**src/common/lc3b_settings.svh**
```systemverilog
`ifndef LC3B_SETTINGS_SVH
`define LC3B_SETTINGS_SVH

// datapath width of the slice.
`define LC3B_WORD_WIDTH 16

// register file geometry.
`define LC3B_NUM_REGS 8
`define LC3B_REG_WIDTH 3

`endif

```
**src/common/lc3b_types.sv**
```systemverilog
`default_nettype none

`include "lc3b_settings.svh"

package lc3b_types;

    typedef logic [`LC3B_WORD_WIDTH-1:0] lc3b_word;
    typedef logic [`LC3B_REG_WIDTH-1:0] lc3b_reg;

    // ########################################
    // opcodes and ALU operations
    // ########################################

    // only the operate group is decoded, every other code is a bubble.
    typedef enum logic [3:0]
    {
        op_add = 4'b0001,
        op_and = 4'b0101,
        op_not = 4'b1001
    } lc3b_opcode;

    typedef enum logic [1:0]
    {
        alu_add,
        alu_and,
        alu_not,
        alu_pass
    } lc3b_aluop;

    // ########################################
    // control word
    // ########################################

    // an all-zero word never writes and so acts as a bubble.
    typedef struct packed
    {
        lc3b_aluop aluop;
        logic use_imm; // second operand is imm5 instead of sr2.
        logic reg_write;
    } lc3b_control_word;

endpackage : lc3b_types

`default_nettype wire

```
**src/common/lc3b_pipe_types.sv**
```systemverilog
`default_nettype none

package lc3b_pipe_types;

    // ########################################
    // input handshake
    // ########################################

    // four-phase req/ack sequence seen from the receiving side.
    // hs_idle waits for a request and accepts it.
    // hs_ack holds ack until the request is withdrawn.
    // hs_release keeps ack up one more cycle before dropping it.
    typedef enum logic [1:0]
    {
        hs_idle,
        hs_ack,
        hs_release
    } hs_state;

endpackage : lc3b_pipe_types

`default_nettype wire

```
**src/pipe_control.sv**
```systemverilog
`timescale 1ns/1ns
`default_nettype none

module pipe_control
    import lc3b_pipe_types::*;
(
    input wire clk,
    input wire rst,
    input wire instr_req,
    input wire flush,
    output logic instr_ack,
    output logic load,
    output logic advance,
    output logic flush_all
);

    hs_state state;
    logic dec_valid; // decode stage holds an accepted instruction.

    assign flush_all = rst | flush;
    assign load = (state == hs_idle) && instr_req;
    assign advance = dec_valid && !flush_all; // flush wins over advance.
    assign instr_ack = (state != hs_idle);

    // ########################################
    // handshake FSM
    // ########################################

    always_ff @(posedge clk)
    begin
        if (rst)
            state <= hs_idle;
        else
        begin
            case (state)
                hs_idle:
                    if (instr_req)
                        state <= hs_ack;
                hs_ack:
                    if (!instr_req)
                        state <= hs_release;
                hs_release:
                    state <= hs_idle; // ack drops on this edge.
                default:
                    state <= hs_idle;
            endcase
        end
    end

    // an entry sits in decode for exactly one cycle before it moves on.
    always_ff @(posedge clk)
    begin
        if (flush_all)
            dec_valid <= 1'b0;
        else if (load)
            dec_valid <= 1'b1;
        else if (advance)
            dec_valid <= 1'b0;
    end

    // ########################################
    // checks
    // ########################################

    // the outside must withdraw its request before ack may fall.
    a_ack_held: assert property (@(posedge clk) disable iff (rst)
        (instr_ack && instr_req) |=> instr_ack)
        else $error("instr_ack dropped while instr_req was high.");

    // the idle phase comes back only after decode has passed its entry on.
    a_load_idle: assert property (@(posedge clk) disable iff (rst)
        load |-> !dec_valid)
        else $error("load while decode still held an instruction.");

endmodule : pipe_control

`default_nettype wire

```
**src/decode/lc3b_decode.sv**
```systemverilog
`timescale 1ns/1ns
`default_nettype none

`include "lc3b_settings.svh"

module lc3b_decode
    import lc3b_types::*;
(
    input wire clk,
    input wire load,
    input wire flush_all,
    input wire lc3b_word instr,
    output lc3b_word pc,
    output lc3b_reg dest,
    output lc3b_reg src1,
    output lc3b_reg src2,
    output lc3b_word imm5,
    output lc3b_control_word ctrl_word
);

    lc3b_word instr_q;
    lc3b_word pc_q;
    lc3b_opcode opcode;

    // a cleared latch decodes as opcode 0000, which is a bubble.
    always_ff @(posedge clk)
    begin
        if (flush_all)
        begin
            instr_q <= '0;
            pc_q <= '0;
        end
        else if (load)
        begin
            instr_q <= instr;
            pc_q <= pc_q + lc3b_word'(1);
        end
    end

    assign pc = pc_q;
    assign opcode = lc3b_opcode'(instr_q[15:12]);

    // ########################################
    // fields
    // ########################################

    assign dest = instr_q[11:9];
    assign src1 = instr_q[8:6];
    assign src2 = (opcode == op_not) ? instr_q[8:6] : instr_q[2:0]; // NOT reads sr1 twice.
    assign imm5 = {{(`LC3B_WORD_WIDTH-5){instr_q[4]}}, instr_q[4:0]};

    always_comb
    begin
        ctrl_word = '0;
        case (opcode)
            op_add:
            begin
                ctrl_word.aluop = alu_add;
                ctrl_word.use_imm = instr_q[5];
                ctrl_word.reg_write = 1'b1;
            end
            op_and:
            begin
                ctrl_word.aluop = alu_and;
                ctrl_word.use_imm = instr_q[5];
                ctrl_word.reg_write = 1'b1;
            end
            op_not:
            begin
                ctrl_word.aluop = alu_not;
                ctrl_word.reg_write = 1'b1;
            end
            default:
                ctrl_word = '0; // unsupported codes pass through as bubbles.
        endcase
    end

endmodule : lc3b_decode

`default_nettype wire

```
**src/decode/regfile.sv**
```systemverilog
`timescale 1ns/1ns
`default_nettype none

`include "lc3b_settings.svh"

module regfile
    import lc3b_types::*;
(
    input wire clk,
    input wire rst,
    input wire write,
    input wire lc3b_reg waddr,
    input wire lc3b_word wdata,
    input wire lc3b_reg raddr1,
    input wire lc3b_reg raddr2,
    output lc3b_word rdata1,
    output lc3b_word rdata2
);

    lc3b_word regs [`LC3B_NUM_REGS];

    always_ff @(posedge clk)
    begin
        if (rst)
            regs <= '{default: '0};
        else if (write)
            regs[waddr] <= wdata;
    end

    // a write in the same cycle is forwarded so the reader needs no stall.
    assign rdata1 = (write && (waddr == raddr1)) ? wdata : regs[raddr1];
    assign rdata2 = (write && (waddr == raddr2)) ? wdata : regs[raddr2];

endmodule : regfile

`default_nettype wire

```
**src/idex.sv**
```systemverilog
`timescale 1ns/1ns
`default_nettype none

module idex
    import lc3b_types::*;
(
    input wire clk,
    input wire advance,
    input wire flush,
    input wire lc3b_word pc_in,
    input wire lc3b_control_word ctrl_word_in,
    input wire lc3b_reg dest_in,
    input wire lc3b_word sr1_in,
    input wire lc3b_word sr2_in,
    input wire lc3b_word imm5_in,
    output lc3b_word pc,
    output lc3b_control_word ctrl_word_out,
    output lc3b_reg dest_out,
    output lc3b_word sr1_out,
    output lc3b_word sr2_out,
    output lc3b_word imm5_out
);

    // flush loads a bubble, advance captures, otherwise the entry holds.
    always_ff @(posedge clk)
    begin
        if (flush)
        begin
            pc <= '0;
            ctrl_word_out <= '0;
            dest_out <= '0;
            sr1_out <= '0;
            sr2_out <= '0;
            imm5_out <= '0;
        end
        else if (advance)
        begin
            pc <= pc_in;
            ctrl_word_out <= ctrl_word_in;
            dest_out <= dest_in;
            sr1_out <= sr1_in;
            sr2_out <= sr2_in;
            imm5_out <= imm5_in;
        end
    end

    // the controller masks advance with flush, so both never arrive together.
    a_no_adv_flush: assert property (@(posedge clk) !(advance && flush))
        else $error("advance and flush asserted in the same cycle.");

endmodule : idex

`default_nettype wire

```
**src/execute_stage.sv**
```systemverilog
`timescale 1ns/1ns
`default_nettype none

module execute_stage
    import lc3b_types::*;
(
    input wire lc3b_control_word ctrl_word,
    input wire lc3b_reg dest,
    input wire lc3b_word sr1,
    input wire lc3b_word sr2,
    input wire lc3b_word imm5,
    output logic wb_valid,
    output lc3b_reg wb_reg,
    output lc3b_word wb_data
);

    lc3b_word operand_b;
    lc3b_word alu_out;

    assign operand_b = ctrl_word.use_imm ? imm5 : sr2;

    // ########################################
    // ALU
    // ########################################

    always_comb
    begin
        case (ctrl_word.aluop)
            alu_add:
                alu_out = sr1 + operand_b;
            alu_and:
                alu_out = sr1 & operand_b;
            alu_not:
                alu_out = ~sr1;
            alu_pass:
                alu_out = sr1;
            default:
                alu_out = sr1;
        endcase
    end

    // the register file takes this write at the end of the cycle.
    assign wb_valid = ctrl_word.reg_write;
    assign wb_reg = dest;
    assign wb_data = alu_out;

endmodule : execute_stage

`default_nettype wire

```
**src/lc3b_slice.sv**
```systemverilog
`timescale 1ns/1ns
`default_nettype none

module lc3b_slice
    import lc3b_types::*;
(
    input wire clk,
    input wire rst,
    input wire instr_req,
    input wire lc3b_word instr,
    input wire flush,
    output logic instr_ack,
    output logic wb_valid,
    output lc3b_reg wb_reg,
    output lc3b_word wb_data
);

    logic load;
    logic advance;
    logic flush_all;

    lc3b_word dec_pc;
    lc3b_reg dec_dest;
    lc3b_reg dec_src1;
    lc3b_reg dec_src2;
    lc3b_word dec_imm5;
    lc3b_control_word dec_ctrl;
    lc3b_word rf_rdata1;
    lc3b_word rf_rdata2;

    lc3b_control_word ex_ctrl;
    lc3b_reg ex_dest;
    lc3b_word ex_sr1;
    lc3b_word ex_sr2;
    lc3b_word ex_imm5;

    pipe_control pipe_control_inst (
        .clk(clk), .rst(rst), .instr_req(instr_req), .flush(flush),
        .instr_ack(instr_ack), .load(load), .advance(advance), .flush_all(flush_all)
    );

    lc3b_decode lc3b_decode_inst (
        .clk(clk), .load(load), .flush_all(flush_all), .instr(instr),
        .pc(dec_pc), .dest(dec_dest), .src1(dec_src1), .src2(dec_src2),
        .imm5(dec_imm5), .ctrl_word(dec_ctrl)
    );

    regfile regfile_inst (
        .clk(clk), .rst(rst), .write(wb_valid), .waddr(wb_reg), .wdata(wb_data),
        .raddr1(dec_src1), .raddr2(dec_src2), .rdata1(rf_rdata1), .rdata2(rf_rdata2)
    );

    // the pc travels with the entry but nothing in execute consumes it.
    idex idex_inst (
        .clk(clk), .advance(advance), .flush(flush_all),
        .pc_in(dec_pc), .ctrl_word_in(dec_ctrl), .dest_in(dec_dest),
        .sr1_in(rf_rdata1), .sr2_in(rf_rdata2), .imm5_in(dec_imm5),
        .pc(), .ctrl_word_out(ex_ctrl), .dest_out(ex_dest),
        .sr1_out(ex_sr1), .sr2_out(ex_sr2), .imm5_out(ex_imm5)
    );

    execute_stage execute_stage_inst (
        .ctrl_word(ex_ctrl), .dest(ex_dest), .sr1(ex_sr1), .sr2(ex_sr2), .imm5(ex_imm5),
        .wb_valid(wb_valid), .wb_reg(wb_reg), .wb_data(wb_data)
    );

endmodule : lc3b_slice

`default_nettype wire

```
**config.mk**
```make
export PLATFORM = sky130hd
export DESIGN_NAME = lc3b_slice
export DESIGN_NICKNAME = d
export VERILOG_FILES = /design/src/common/lc3b_types.sv /design/src/common/lc3b_pipe_types.sv /design/src/pipe_control.sv /design/src/decode/lc3b_decode.sv /design/src/decode/regfile.sv /design/src/idex.sv /design/src/execute_stage.sv /design/src/lc3b_slice.sv
export VERILOG_INCLUDE_DIRS = /design/src /design/src/common
export SDC_FILE = /design/constraint.sdc
export NUM_CORES = 1
export LEC_CHECK = 0
export BUFFER_PORTS_ARGS = -buffer_cell sky130_fd_sc_hd__buf_4
export CORE_MARGIN = 1
export CORE_UTILIZATION = 45
export CTS_BUF_LIST = sky130_fd_sc_hd__clkbuf_2 sky130_fd_sc_hd__clkbuf_4 sky130_fd_sc_hd__clkbuf_8
export DETAILED_ROUTE_END_ITERATION = 16
export SYNTH_ARGS = -nofsm -noshare
export SYNTH_HDL_FRONTEND = slang
export SYNTH_SLANG_ARGS = --single-unit
```
**constraint.sdc**
```tcl
create_clock -name clk -period 5.22 [get_ports clk]
set_input_delay 1.044 -clock clk [delete_from_list [all_inputs] [get_ports clk]]
set_output_delay 1.044 -clock clk [all_outputs]
set_load 0.02 [all_outputs]
```
==> flow_metrics.env <==
export IMPL_avgViaCountPerCell=5.98
export IMPL_crit_path_frequent_cell="a21o_1"
export IMPL_async_reset_ff_frac=0
export IMPL_crit_fanout=13
export IMPL_initial_utilization=0.461
export IMPL_worst_r2r_cell_count=6
export IMPL_hold_violations=0
export IMPL_ys_ff_latch=191
export IMPL_period_share=0.928
export IMPL_min_path_type="register to register"
export IMPL_rsz0062_at_grt="no"
export IMPL_layout_min_cycle_time_ns=4.84
export IMPL_setup_viol=0
export IMPL_drc=0
export IMPL_synthesis_area_sq_um=10500
export IMPL_power_density_nw_per_um2=231
export IMPL_insertion_delay_ns=0.49
export IMPL_cp_arrival_ns=3.80
export IMPL_postCtsSetupBuffers=0
export IMPL_hp_start="lc3b_decode_inst.instr_q[11]"
export IMPL_p_sw_mw=0.733
export IMPL_core_sq_um=22800
export IMPL_power_frac_comb=0.054
export IMPL_cts_root_buf="clkbuf_8"
export IMPL_grt_pass1_vias=8546
export IMPL_cts_made_buffers=17
export IMPL_p_leak_nw=4.35
export IMPL_synth_commonest_cells="226 x nand2_1, 191 x dfxtp_1, 116 x a21oi_1"
export IMPL_timing_rr_start="lc3b_decode_inst.instr_q[14]"
export IMPL_critical_path_slowest_cell="dfxtp_1"
export IMPL_grt_overflow=0
export IMPL_diodes=0
export IMPL_final_core_util=0.504
export IMPL_seq_area_sq_um=3830
export IMPL_worstReg2RegEnd="idex_inst.sr2_out[11]"
export IMPL_crit_required_ns=4.18
export IMPL_finalWirelength_um=33000
export IMPL_gp_congestion=0.965
export IMPL_cp_cell_sequence="nand2_1, o21ai_0, ha_1, a21o_1, a21o_1, a221o_1, a311o_1, nand3_1, inv_1, buf_4"
export IMPL_cts_resized_gates=0
export IMPL_synth_top_cell_by_area="dfxtp_1"
export IMPL_numPortBuffers=40
export IMPL_clockBufferDepth=2
export IMPL_crit_type="register to primary output"
export IMPL_ys_warnings_count=0
export IMPL_synth_fp_nets=1269
export IMPL_syn_inst=1232
export IMPL_wire_per_inst_um=21.3
export IMPL_grtUsageTotal=0.282
export IMPL_dpl_hpwl_um=21400
export IMPL_hold_end="lc3b_decode_inst.instr_q[11]"
export IMPL_fmax_ghz=0.206
export IMPL_final_layout_size_suffix_gt1_frac=0.149
export IMPL_synth_ff_type="dfxtp_1"
export IMPL_rows=55
export IMPL_p_int_mw=1.93
export IMPL_antenna_found_initial=0
export IMPL_fin_hold_ws_ns=0.461
export IMPL_synthTopCellsByArea="dfxtp_1 36%, mux4_2 8.2%, nand2_1 8.1%"
export IMPL_synth_edf_count=0
export IMPL_path_buf_inv=2
export IMPL_holdBufCountCts=0
export IMPL_nNetsFinal=1258
export IMPL_die_area_sq_um=23900
export IMPL_drtIter0Drc=838
export IMPL_drv_slew=0
export IMPL_status="finished, final reports clean"
export IMPL_ff2ff_setup_slack_ns=1.38
export IMPL_maxCapViolCount=0
export IMPL_worst_pin_slew_ns=1.24
export IMPL_cpPeakStageDelay_ns=0.71
export IMPL_chipHeight_um=155
export IMPL_cts_tree="done"
export IMPL_peakVddDrop_v=0.000166
export IMPL_multi_input_area_sq_um=6140
export IMPL_slew_headroom=0.167
export IMPL_power_share_clock=0.392
export IMPL_start_kind="register"
export IMPL_skew_ns=0.0213
export IMPL_end_kind="primary output"
export IMPL_hold_depth=2
export IMPL_syn_avg_cell_area_sq_um=8.52
export IMPL_ys_types=69
export IMPL_crit_family="compound AO/OA/AOI/OAI gates"
export IMPL_io_pins=41
export IMPL_grt_max_degree=80
export IMPL_ant_nets=0
export IMPL_yosys_area_top_type_share=0.364
export IMPL_clk_pin_slew_worst_paths_ns=0.10
export IMPL_cts_max_level=4
export IMPL_ys_seq_area_frac=0.364
export IMPL_grt_pass1_wl_um=50900
export IMPL_yosysMostFrequentCell="nand2_1"
export IMPL_switching_share=0.276
export IMPL_routed_via_count=9254
export IMPL_p_seq_frac=0.555
export IMPL_syn_to_final_growth_pct=9.50
export IMPL_tns_ns=0
export IMPL_die_width_um=155
export IMPL_n_fill_cell=2210
export IMPL_first_pass_iters=5
export IMPL_cts_sinks=191
## power by group through the flow
stage               Combinational, mW  Sequential [mW]  Clock, mW
floorplan                      0.0993             1.50          0
global placement                0.141             1.51          0
detailed placement              0.142             1.51          0
CTS                             0.142             1.48       1.06
global route                    0.153             1.48       1.13
finish                          0.143             1.47       1.04
## cells in the final DEF, fill, tap and decap left out, drive strengths merged, types with 9 or more instances in the layout
cell	netlist	final
dfxtp	191	191
a211oi	57	57
nand2	226	226
nand4	16	16
inv	32	40
nand3b	9	9
o31ai	10	10
mux4	38	38
mux2i	81	81
o21ai	41	41
clkbuf	78	17
nand3	21	21
a21oi	117	117
xor2	12	12
xnor2	10	10
ha	16	16
a31oi	10	10
nor3	12	12
buf	30	78
a22oi	28	28
nor2	90	90
## routing by layer
| layer | global-route usage | routed length (um) |
|---|---|---|
| met5 | 0 | 0 |
| met4 | 0.0773 | 542 |
| met3 | 0.0356 | 2410 |
| met2 | 0.440 | 15000 |
| met1 | 0.408 | 15000 |
## sequential cells by signal, summed over array words and instances (netlist names)
signal and cells:
idex_inst.ctrl_word_out 4, idex_inst.dest_out 3, idex_inst.imm5_out 5, idex_inst.sr1_out 16, idex_inst.sr2_out 16, lc3b_decode_inst.instr_q 16, pipe_control_inst.dec_valid 1, pipe_control_inst.state 2
regfile_inst.regs 128
## cell type report
cell class | instances | share of cell area
multi-input cells | 901 | 0.535
flip-flops and latches | 191 | 0.333
repair buffers | 78 | 0.0510
well taps | 313 | 0.0341
clock buffers | 17 | 0.0204
clock inverters | 15 | 0.0166
inverters | 32 | 0.0105
## worst register-to-register path, stage by stage (launching register included)
cell      delay (ns)
dfxtp_1         0.34
and4bb_1        0.69
mux2i_2         0.92
xnor2_1         0.31
o31ai_2         1.09
nand3b_1        0.22
o221ai_1        0.12
## worst max path at each step
| stage | from | endpoint | cells after the start |
|---|---|---|---|
| floorplan | idex_inst.ctrl_word_out[1] | wb_data[12] | 11 |
| finish | idex_inst.ctrl_word_out[1] | wb_data[14] | 10 |
| global route | idex_inst.ctrl_word_out[1] | wb_data[15] | 10 |
| global placement | idex_inst.ctrl_word_out[1] | wb_data[14] | 10 |
| CTS | idex_inst.ctrl_word_out[1] | wb_data[14] | 10 |
| detailed placement | idex_inst.ctrl_word_out[1] | wb_data[14] | 10 |
## logic make-up (layout without fill, tap and decap cells)
kind of cell,Yosys count,count (layout),synth area share
AOI/OAI and AO/OA,324,324,0.203
xor gates and xnor gates,22,22,0.0184
adders and majority gates,17,17,0.0210
buffers and inverters,140,142,0.0543
DFF,191,191,0.364
muxes,125,125,0.168
and+or+nand+nor,413,413,0.171
## through the flow
step,setup WS (ns),std cells,instance area (sq um),power [mW]
after floorplan,1.33,1232,10500,1.60
after global placement,0.998,1515,11100,1.65
after detailed placement,0.926,1515,11100,1.65
after CTS,0.396,1547,11500,2.68
after global routing,0.134,1547,11500,2.76
final,0.376,1547,11500,2.66
No activity file was read; power rests on OpenSTA's default activity.
